File: config.mk
export PLATFORM = sky130hd
export DESIGN_NAME = glb_read_merge
export DESIGN_NICKNAME = d
export VERILOG_FILES = /design/src/glb_pkg.sv /design/src/glb_read_merge.sv
export SDC_FILE = /design/constraint.sdc
export NUM_CORES = 1
export LEC_CHECK = 0
export BUFFER_PORTS_ARGS = -buffer_cell sky130_fd_sc_hd__buf_2
export CAP_MARGIN = 15
export CORE_MARGIN = 8
export CORE_UTILIZATION = 28
export DETAILED_ROUTE_END_ITERATION = 12
export GPL_ROUTABILITY_DRIVEN = 0
export GPL_TIMING_DRIVEN = 0
export HOLD_SLACK_MARGIN = 0.06
export PLACE_DENSITY = 0.95
export SLEW_MARGIN = 40
export SYNTH_ARGS = -nofsm -noshare
export SYNTH_HDL_FRONTEND = slang
export SYNTH_SLANG_ARGS = --single-unit
export TNS_END_PERCENT = 100
File: constraint.sdc
create_clock -name CLK -period 2.1 [get_ports CLK]
set_input_delay 0.21 -clock CLK [delete_from_list [all_inputs] [get_ports CLK]]
set_output_delay 0.21 -clock CLK [all_outputs]
set_load 0.02 [all_outputs]
File: src/glb_pkg.sv
// Shared widths, bank request and read tag structs, and the APB address decoding
// for the global buffer bank
`default_nettype none

package glb_pkg;

    // APB side
    localparam int GLB_ADDR_W = 16;
    localparam int GLB_DATA_W = 32;
    localparam int GLB_STRB_W = GLB_DATA_W / 8;

    // SRAM side
    localparam int GLB_WORD_W = 64;
    localparam int GLB_MACRO_ROW_W = 11;
    localparam int GLB_ROW_W = 12;

    // Byte address split into bank row, bank, 32-bit lane and byte offset
    typedef struct packed {
        logic [GLB_ROW_W-1:0] row;
        logic                 bank;
        logic                 lane;
        logic [1:0]           byte_off;
    } glb_addr_fields_t;

    typedef union packed {
        logic [GLB_ADDR_W-1:0] flat;
        glb_addr_fields_t      fields;
    } glb_addr_u;

    // One request to a bank, macro style active-low controls
    typedef struct packed {
        logic                  ceb;
        logic                  web;
        logic [GLB_WORD_W-1:0] bweb;
        logic [GLB_ROW_W-1:0]  row;
        logic [GLB_WORD_W-1:0] d;
    } glb_req_t;

    // Where the data of an issued read comes back
    typedef struct packed {
        logic bank;
        logic lane;
    } glb_rd_tag_t;

endpackage

`default_nettype wire

File: src/glb_read_merge.sv
// Read merge: captures the read tag and steers bank and lane onto PRDATA
`timescale 1ns/1ps
`default_nettype none

module glb_read_merge (
    input  logic                           CLK,
    input  logic                           reset,
    input  logic                           rd_issue,
    input  glb_pkg::glb_rd_tag_t           rd_tag,
    input  logic [glb_pkg::GLB_WORD_W-1:0] bank_q [1:0],
    output logic [glb_pkg::GLB_DATA_W-1:0] prdata
);

    import glb_pkg::*;

    glb_rd_tag_t           tag_q;
    logic [GLB_WORD_W-1:0] word;

    // Bank data shows up one clock after the issue, so hold the tag
    always_ff @(posedge CLK) begin
        if (reset) begin
            tag_q <= '0;
        end else if (rd_issue) begin
            tag_q <= rd_tag;
        end
    end

    assign word = bank_q[tag_q.bank];

    // Lane 1 is the upper half of the 64-bit row
    assign prdata = tag_q.lane ? word[GLB_WORD_W-1:GLB_DATA_W] : word[GLB_DATA_W-1:0];

endmodule

`default_nettype wire

Word-level counts from Yosys, hierarchy flattened
Index checks and enable logic that the tools add are counted.
Widths: inputs -> output; s select.
{"block": "totals", "elab_cells": 6, "out_inout_bits": 32, "reg_bits": 2}
{"block": "op_classes", "n_mux": 3, "n_lt_le_gt_ge": 1}
{"cell": "$mux 64", "n": 2}
{"cell": "$mux 32", "n": 1}
{"cell": "$lt 1x2->1 const B", "n": 1}

Longest topological paths before layout
{"block": "logic_depth", "word_depth": 3, "mapped_depth": 4, "mapped_depth_nobuf": 2}

Worst setup path before layout
Ideal clock, no wire load.
{"block": "synth_path", "path_type": "register -> output", "start": "register tag_q[1] (netlist bit)", "end": "output port prdata[10] (netlist bit)", "stages_incl_launch_ff": 4, "arrival_ps": 1155, "setup_slack_ps": 735, "path_cell_list": "dfxtp_1 buf_6 buf_12 mux4_2"}
{"block": "synth_between", "elab_chain_cells": 3}
{"item": "start, declared", "line": "glb_read_merge.sv:16", "source": "glb_rd_tag_t tag_q;"}
{"item": "start signal, assigned", "line": "glb_read_merge.sv:24", "source": "tag_q <= rd_tag;"}
{"item": "$mux 64 (not written as such) (2 in series)", "line": "glb_read_merge.sv:28", "source": "assign word = bank_q[tag_q.bank];"}
{"item": "$mux 32", "line": "glb_read_merge.sv:31", "source": "assign prdata = tag_q.lane ? word[GLB_WORD_W-1:GLB_DATA_W] : word[GLB_DATA_W-1:0];"}
{"item": "end, declared", "line": "glb_read_merge.sv:11", "source": "output logic [glb_pkg::GLB_DATA_W-1:0] prdata"}
Every way passes these cells. The select of a mux whose other input is x is not followed.

Final worst setup path
{"block": "layout_path", "start": "register tag_q[0] (netlist bit)", "end": "output port prdata[14] (netlist bit)"}
{"block": "layout_between", "elab_chain_cells": 1}
{"item": "$mux 32", "line": "glb_read_merge.sv:31"}
Every way passes these cells.

==> flow_metrics.py <==
metrics = {
    "status": {
        "status": "finished, final reports clean",
    },
    "logic_synthesis": {
        "netlist_top_cells_count": "29 x mux4_2, 3 x buf_12, 3 x buf_2, 3 x mux4_1",
        "synth_cell_types": 9,
        "ys_seq_area_frac": 0.0450,
        "netlist_instances": 46,
        "yosys_most_used_dff": "dfxtp_1",
        "ys_seq_elements": 2,
        "synth_top_area_frac": 0.734,
        "yosysMostFrequentCell": "mux4_2",
        "synthesis.nets": 179,
        "syn_avg_cell_area_sq_um": 19.3,
        "synth_top_area_cell": "mux4_2",
        "synth_async_sr_flop_share": 0,
        "synth_area_leaders": "mux4_2 73%, mux4_1 8.9%, buf_12 6.8%",
        "synth_edf_count": 0,
        "synth_area_sq_um": 890,
        "yosys_warnings": 0,
    },
    "drt": {
        "num_vias": 1228,
        "drc": 0,
        "dr.first_iter.drc_count": 35,
        "routed_wl_mm": 4.86,
        "drtPass1Iterations": 3,
        "via_per_inst": 4.78,
        "wl_per_cell_microns": 18.9,
        "ant_nets": 0,
    },
    "finish": {
        "regMostFlops": "tag_q",
        "drive_gt1_frac": 0.953,
        "final_core_utilization": 0.590,
        "largest_register_ffs": 2,
        "area_delta_synth_final_pct": 101,
        "diodes": 0,
        "finalNonFillerCells": 257,
        "reg_top3": "tag_q (2)",
        "fin_nets": 348,
    },
    "timing": {
        "maxSlewHeadroom": 0.834,
        "rsz0062_at_grt": "no",
        "setup_viol": 0,
        "skew_ns": 0,
        "setup_slack_ns": 0.315,
        "finalCriticalPeriod_ns": 1.78,
        "maxSlewViolCount": 0,
        "hold_viol": 0,
        "holdWs_ns": 0.152,
        "finalCritPeriodShare": 0.850,
        "fmax_mhz": 560,
        "fin_setup_tns_ns": 0,
        "worst-slew-pin-transition_ns": 0.249,
    },
    "clocking": {
        "cts_buffer_depth": 2,
        "hold_buffers": 0,
        "tritoncts": "yes",
        "clk-insertion-delay-late_ns": 0.23,
        "post_cts_resized": 0,
        "clkTransAtPathRegs_ns": 0.03,
        "numCtsBuffers": 3,
        "cts_setup_buffers": 0,
        "clock-root-buffer": "clkbuf_4",
        "htreeDepth": 1,
        "clock_sinks": 2,
    },
    "grt": {
        "grt.overflow.total": 0,
        "grt_usage": 0.175,
        "antenna_found_initial": 0,
        "grt_first_pass_wirelength_mm": 7.35,
        "grt_max_degree": 11,
        "grt_pass1_vias": 1492,
    },
    "floorplanning": {
        "ios": 165,
        "die_y_microns": 72.4,
        "initial_core_util": 0.294,
        "die_width_microns": 72.4,
        "num_rows": 20,
        "fp.dieArea_sq_mm": 0.00524,
        "coreArea_sq_mm": 0.00303,
    },
    "job": {
        "maxCapViolCount": 0,
    },
    "setup_path": {
        "cp_slowest_cell": "mux4_2",
        "crit_required_ns": 1.89,
        "cp_cell_sequence": "clkbuf_1 -> buf_2 -> mux4_2 -> buf_2",
        "cp_max_fo": 10,
        "end_kind": "output port",
        "cp_common_cell": "buf_2",
        "max_stage_delay_ns": 0.35,
        "cp.buffers_inverters": 3,
        "arrival_ns": 1.57,
        "path_class": "reg2out",
        "cp_top_family": "buffers and inverters",
        "critPathLaunchType": "flip-flop",
    },
    "min_path": {
        "hold_class": "in2reg",
    },
    "placement": {
        "dp_hpwl_mm": 4.50,
        "dp.cells": 254,
        "post-place-ws_ns": 0.532,
        "io_buffers": 164,
    },
    "pwr": {
        "powerDensity_mw_per_mm2": 322,
        "p_leak_nw": 0.923,
        "ir_worst_vdd_mv": 0.212,
    },
}
[layout make-up]
type	instances	area [sq um]
buffer	8	90.1
clock buffer	3	22.5
fill	266	1240
multi-input combinational	36	759
sequential	2	40.0
tap	44	55.1
timing repair buffer	164	821
[path summary, 6_finish.rpt]
path / from / cells past startpoint / to / slack [ns]
worst min-delay path: reset / 2 / tag_q[1] / 0.15
worst max register to register: tag_q[0] / 4 / tag_q[0] / 1.03
worst max-delay path: tag_q[0] / 4 / prdata[14] / 0.32
worst min register to register: tag_q[1] / 4 / tag_q[1] / 0.79
[metrics by stage]
step                      total power, mW  cell area [sq um]
final                               0.576               1790
after detailed placement            0.493               1770
after global routing                0.613               1790
after global placement              0.480               1770
after floorplan                     0.295                890
after CTS                           0.586               1790
[report_power, final]
group / leakage [nW] / internal [mW] / switching (mW)
Clock: 0.0138 / 0.0633 / 0.0248
Sequential: 0.0165 / 0.0405 / 0.000662
Combinational: 0.893 / 0.245 / 0.202
[routing by layer]
metal	GRT usage	vias to the layer above	wire length, microns
met5	0	-	0
met4	0.0340	0	32
met3	0.0813	4	647
met2	0.356	88	2750
met1	0.146	569	1430
li1	-	567	-
[placed cells by master (no fill, tap or decap), drive strengths merged]
cell / count
buf: 171
clkbuf: 4
dfxtp: 2
mux2i: 2
mux4: 32
nor2: 2
[cells by family after synthesis]
logic type | Yosys count | share of synthesized area
multiplexers | 34 | 0.845
AND/OR/NAND/NOR | 2 | 0.00844
flip-flops | 2 | 0.0450
buffers and inverters | 8 | 0.101
(Power assumes the default switching activity.)
