**src/glb_pkg.sv**
```systemverilog
// Shared widths, bank request and read tag structs, and the APB address decoding
// for the global buffer bank
`default_nettype none

package glb_pkg;

    // APB side
    localparam int GLB_ADDR_W = 16;
    localparam int GLB_DATA_W = 32;
    localparam int GLB_STRB_W = GLB_DATA_W / 8;

    // SRAM side
    localparam int GLB_WORD_W = 64;
    localparam int GLB_MACRO_ROW_W = 11;
    localparam int GLB_ROW_W = 12;

    // Byte address split into bank row, bank, 32-bit lane and byte offset
    typedef struct packed {
        logic [GLB_ROW_W-1:0] row;
        logic                 bank;
        logic                 lane;
        logic [1:0]           byte_off;
    } glb_addr_fields_t;

    typedef union packed {
        logic [GLB_ADDR_W-1:0] flat;
        glb_addr_fields_t      fields;
    } glb_addr_u;

    // One request to a bank, macro style active-low controls
    typedef struct packed {
        logic                  ceb;
        logic                  web;
        logic [GLB_WORD_W-1:0] bweb;
        logic [GLB_ROW_W-1:0]  row;
        logic [GLB_WORD_W-1:0] d;
    } glb_req_t;

    // Where the data of an issued read comes back
    typedef struct packed {
        logic bank;
        logic lane;
    } glb_rd_tag_t;

endpackage

`default_nettype wire

```
**src/glb_apb_ctrl.sv**
```systemverilog
// APB slave for the global buffer: address decode, per-bank requests,
// byte strobe masking and PREADY timing with one read wait state
`timescale 1ns/1ps
`default_nettype none

module glb_apb_ctrl (
    input  logic                            CLK,
    input  logic                            reset,
    input  logic                            psel,
    input  logic                            penable,
    input  logic                            pwrite,
    input  logic [glb_pkg::GLB_ADDR_W-1:0]  paddr,
    input  logic [glb_pkg::GLB_DATA_W-1:0]  pwdata,
    input  logic [glb_pkg::GLB_STRB_W-1:0]  pstrb,
    output logic                            pready,
    output glb_pkg::glb_req_t [1:0]         bank_req,
    output logic                            rd_issue,
    output glb_pkg::glb_rd_tag_t            rd_tag
);

    import glb_pkg::*;

    glb_addr_u             addr;
    logic                  rd_pend;
    logic                  access;
    logic [GLB_DATA_W-1:0] lane_mask;
    logic [GLB_WORD_W-1:0] wr_bweb;

    assign addr.flat = paddr;

    // First access cycle of a transfer, the only cycle an SRAM is enabled
    assign access = psel & penable & ~rd_pend;

    assign rd_issue = access & ~pwrite;

    // Writes finish at once, reads after the wait state
    assign pready = psel & penable & (pwrite | rd_pend);

    // The cycle after a read issue is always the completing one
    always_ff @(posedge CLK) begin
        if (reset) begin
            rd_pend <= 1'b0;
        end else begin
            rd_pend <= rd_issue;
        end
    end

    // Strobe bits to active-low byte masks within one 32-bit lane
    always_comb begin
        lane_mask = '1;
        for (int i = 0; i < GLB_STRB_W; i++) begin
            if (pstrb[i]) begin
                lane_mask[i*8 +: 8] = 8'h00;
            end
        end
    end

    // Untouched lane keeps all its bits
    assign wr_bweb = addr.fields.lane ? {lane_mask, {GLB_DATA_W{1'b1}}}
                                      : {{GLB_DATA_W{1'b1}}, lane_mask};

    always_comb begin
        for (int b = 0; b < 2; b++) begin
            bank_req[b].ceb  = ~(access & (addr.fields.bank == 1'(b)));
            bank_req[b].web  = ~pwrite;
            bank_req[b].bweb = pwrite ? wr_bweb : '1;
            bank_req[b].row  = addr.fields.row;
            // Same word on both lanes, bweb picks the live one
            bank_req[b].d    = {pwdata, pwdata};
        end
    end

    assign rd_tag.bank = addr.fields.bank;
    assign rd_tag.lane = addr.fields.lane;

endmodule

`default_nettype wire

```
**config.mk**
```make
export PLATFORM = sky130hd
export DESIGN_NAME = glb_apb_ctrl
export DESIGN_NICKNAME = d
export VERILOG_FILES = /design/src/glb_pkg.sv /design/src/glb_apb_ctrl.sv
export SDC_FILE = /design/constraint.sdc
export NUM_CORES = 1
export LEC_CHECK = 0
export BUFFER_PORTS_ARGS = -buffer_cell sky130_fd_sc_hd__buf_2
export CAP_MARGIN = 20
export CORE_AREA = 2 2 133 135
export CTS_CLUSTER_DIAMETER = 40
export DETAILED_ROUTE_END_ITERATION = 7
export DIE_AREA = 0 0 135 137
export PLACE_DENSITY_LB_ADDON = 0.12
export SETUP_SLACK_MARGIN = 0.15
export SLEW_MARGIN = 40
export SYNTH_ARGS = -nofsm -noshare
export SYNTH_HDL_FRONTEND = slang
export SYNTH_SLANG_ARGS = --single-unit
```
**constraint.sdc**
```tcl
create_clock -name CLK -period 1.21 [get_ports CLK]
set_clock_uncertainty 0.15 [all_clocks]
set_input_delay 0.121 -clock CLK [delete_from_list [all_inputs] [get_ports CLK]]
set_output_delay 0.121 -clock CLK [all_outputs]
set_load 0.01 [all_outputs]
```
* Word-level counts from Yosys, hierarchy flattened
Index checks and enable logic that the tools add are counted.
** Word-level totals
- Register bits after elaboration :: 1
- Word-level logic and storage cells :: 19
- Input bits :: 57
** Operators by class
- Mux-type cells :: 6
- Bitwise gates (word level) :: 12
** Operators with widths (count)
- 64-bit 2-to-1 mux :: 2
- 8-bit 2-to-1 mux :: 4
- 1-bit AND :: 6
- 1-bit inverter :: 5
- 1-bit OR :: 1

* Depth between registers and ports, before layout
- Word-level depth :: 4
- Gate-level depth with buffers :: 4
- Gate-level depth less buffers :: 2

* Worst setup path before layout
Ideal clock, no wire load.
- Path type :: input -> output
- From :: in pwrite
- To :: out bank_req[101] in the netlist's numbering
- Path slack :: -2 ps
- Stages on the path :: 4
- Required time :: 939 ps
- Arrival time :: 941 ps
- Buffers on the path :: 2
- Path through :: buf_6 > and2b_1 > nand2_1 > buf_4
** RTL lines
- start, declared :: line glb_apb_ctrl.sv:11 : input logic pwrite,
- end, declared :: line glb_apb_ctrl.sv:16 : output glb_pkg::glb_req_t [1:0] bank_req,

==> metrics.txt <==
# TYPE chip_impl_metric gauge
chip_impl_info{name="run_status",value="finished clean"} 1
chip_impl_metric{name="worst-endpoint-required",unit="ns"} 0.94
chip_impl_info{name="cpMaxStageDelayCell",value="sky130_fd_sc_hd__and2b_4"} 1
chip_impl_metric{name="drive_above_1_share",unit="%"} 95.5
chip_impl_metric{name="cp_data_arrival_time",unit="ns"} 0.85
chip_impl_metric{name="leakagePower",unit="nW"} 0.628
chip_impl_metric{name="antenna_left",unit=""} 0
chip_impl_metric{name="globalRouteOverflowTotal",unit=""} 0
chip_impl_metric{name="layout-area-overhead-vs-synth",unit="%"} -30.2
chip_impl_info{name="critPathTopFamily",value="buffers and inverters"} 1
chip_impl_metric{name="achievable-frequency",unit="MHz"} 891
chip_impl_metric{name="nets",unit=""} 238
chip_impl_metric{name="largest_net_degree_at_the_start_of_global_routing",unit=""} 17
chip_impl_metric{name="max_slew_margin",unit="%"} 87.0
chip_impl_metric{name="cp_max_fo",unit=""} 16
chip_impl_metric{name="ys.warnings.count",unit=""} 0
chip_impl_info{name="setup.worst_path.class",value="in2out"} 1
chip_impl_metric{name="dp.final_hpwl",unit="mm"} 3.57
chip_impl_metric{name="synth_fp_nets",unit=""} 351
chip_impl_metric{name="antenna-diode-count",unit=""} 0
chip_impl_info{name="timing.hold.worst.class",value="in2out"} 1
chip_impl_metric{name="synth.ff_latch_count",unit=""} 1
chip_impl_metric{name="floorplan.io_pins",unit=""} 345
chip_impl_info{name="start_kind",value="primary input"} 1
chip_impl_metric{name="grt_pass1_wl",unit="mm"} 4.51
chip_impl_metric{name="detail_route.iter0.violations",unit=""} 5
chip_impl_metric{name="initial_core_util",unit="%"} 12.9
chip_impl_metric{name="antenna_found_initial",unit=""} 0
chip_impl_metric{name="detail_route.drc_violations",unit=""} 0
chip_impl_metric{name="design_area",unit="mm^2"} 0.00153
chip_impl_metric{name="drt_wl_total",unit="mm"} 4.18
chip_impl_metric{name="syn-cell-area",unit="mm^2"} 0.00219
chip_impl_metric{name="placedInstanceArea",unit="mm^2"} 0.00122
chip_impl_metric{name="dr_total_vias",unit=""} 896
chip_impl_metric{name="count_of_port_buffers_added_during_placement",unit=""} 146
chip_impl_metric{name="vias_in_the_first_global_route",unit=""} 624
chip_impl_metric{name="chipWidth",unit="um"} 135
chip_impl_metric{name="finalCritPeriodShare",unit="%"} 92.7
chip_impl_metric{name="design.core.area",unit="mm^2"} 0.0171
chip_impl_metric{name="firstDrtPassIters",unit=""} 2
chip_impl_metric{name="post_synth.cell_area_avg",unit="um^2"} 7.46
chip_impl_metric{name="viasPerCell",unit=""} 2.22
chip_impl_info{name="largest_registers",value="rd_pend: 1 flops"} 1
chip_impl_metric{name="grt.total_usage",unit="%"} 3.27
chip_impl_metric{name="maxSlewViolCount",unit=""} 0
chip_impl_info{name="largest_register",value="rd_pend"} 1
chip_impl_metric{name="gpl.final_weighted_congestion",unit=""} 0.536
chip_impl_metric{name="final-setup-viol-count",unit=""} 0
chip_impl_metric{name="rows",unit=""} 48
chip_impl_metric{name="vdd.ir_drop.worst",unit="mV"} 0.147
chip_impl_info{name="rsz_0062_raised_after_global_routing",value="yes"} 1
chip_impl_metric{name="die_area",unit="mm^2"} 0.0185
chip_impl_metric{name="final_core_util",unit="%"} 8.97
chip_impl_info{name="layout_commonest_cell",value="sky130_fd_sc_hd__buf_2"} 1
chip_impl_metric{name="synth_cell_types",unit=""} 14
chip_impl_metric{name="max_stage_delay",unit="ns"} 0.25
chip_impl_metric{name="wl_per_cell",unit="um"} 10.4
chip_impl_metric{name="max_cap_viol_count",unit=""} 0
chip_impl_metric{name="final_hold_viol_count",unit=""} 0
chip_impl_info{name="most_used_cells_in_the_layout_excluding_fill_and_tap_cells",value="123 x sky130_fd_sc_hd__buf_2, 24 x sky130_fd_sc_hd__buf_6, 6 x sky130_fd_sc_hd__buf_4"} 1
chip_impl_metric{name="worst_slew_pin_slew",unit="ns"} 0.193
chip_impl_metric{name="largest_register_ffs",unit=""} 1
chip_impl_metric{name="power_per_cell_area",unit="mW/mm^2"} 336
chip_impl_metric{name="die_height",unit="um"} 137
chip_impl_metric{name="ff2ff_setup_slack",unit="ns"} 0.26
chip_impl_metric{name="synth_seq_area_share",unit="%"} 0.913
chip_impl_metric{name="syn-instance-count",unit=""} 294
chip_impl_metric{name="final_min_period",unit="ns"} 1.12
chip_impl_metric{name="critical_path_buf_inv_count",unit=""} 3
chip_impl_metric{name="clk_latency",unit="ns"} 0
chip_impl_info{name="endpoint_kind",value="output pin"} 1
chip_impl_info{name="cp_cell_sequence",value="buf_8 -> and2b_4 -> buf_4 -> nand2_8 -> buf_2"} 1
synthesized netlist by cell type (all sizes together):
master	count	area [um^2]
and2b	1	7.51
nand3	4	20.0
inv	1	3.75
nand2	4	17.5
nand4b	1	8.76
dfxtp	1	20.0
nand3b	1	7.51
or3	1	6.26
buf	276	2080
nor4	1	12.5
nor2	2	7.51
nor3	1	5.00
cells by family (layout without fill, tap and decap cells):
| family | after synthesis | count (layout) | synth area share [%] |
|---|---|---|---|
| and+or+nand+nor | 16 | 18 | 4.22 |
| buffers and inverters | 277 | 160 | 94.9 |
| DFF | 1 | 1 | 0.913 |
path summary, 6_finish.rpt:
path              startpoint       endpoint  cells after the start
hold / removal      paddr[7]  bank_req[209]                      0
hold reg to reg      rd_pend        rd_pend                      2
setup reg to reg     rd_pend        rd_pend                      2
setup / recovery    paddr[2]  bank_req[225]                      5
final cells by class:
class | count | area [um^2]
Sequential cell | 1 | 23.8
Timing Repair Buffer | 159 | 1030
Tap cell | 225 | 282
Fill cell | 1997 | 15500
Multi-Input combinational cell | 18 | 193
Inverter | 1 | 3.75
routing by layer:
metal	vias up	global-route usage [%]	wire, um
li1	389	-	-
met1	361	2.83	1080
met2	116	6.49	2290
met3	30	0.963	582
met4	0	2.08	227
met5	-	0	0
per-stage QoR:
stage,hold WS (ns),power (mW),worst slack (ns),cells,TNS (ns)
floorplan,0.0444,0.932,0.0733,294,0
CTS,0.0921,0.462,0.0815,399,0
global route,0.0920,0.553,0.0607,404,0
finish,0.0920,0.513,0.0879,404,0
global placement,0.0921,0.433,-0.0327,396,-1.13
detailed placement,0.0921,0.428,-0.0783,396,-2.25
worst register-to-register path: cells and delay by family, from the launching register on:
family                 cells  cell delay (ns)
AND/OR/NAND/NOR            1             0.23
flip-flops                 1             0.33
buffers and inverters      1             0.14
where the power goes:
part           total [mW]  internal (mW)  switching, mW
sequential         0.0339         0.0330       0.000908
clock                   0              0              0
combinational       0.480          0.222          0.258
timing repair:
item / CTS / global route
buffers inserted: 2 / 3
endpoints found under the setup margin: 131 / 130
resized for setup: 22 / 25
hold buffers: 0 / 0
gates cloned: 1 / 2
pin swaps: 1 / 1
Power figures use the tool's default switching activity.
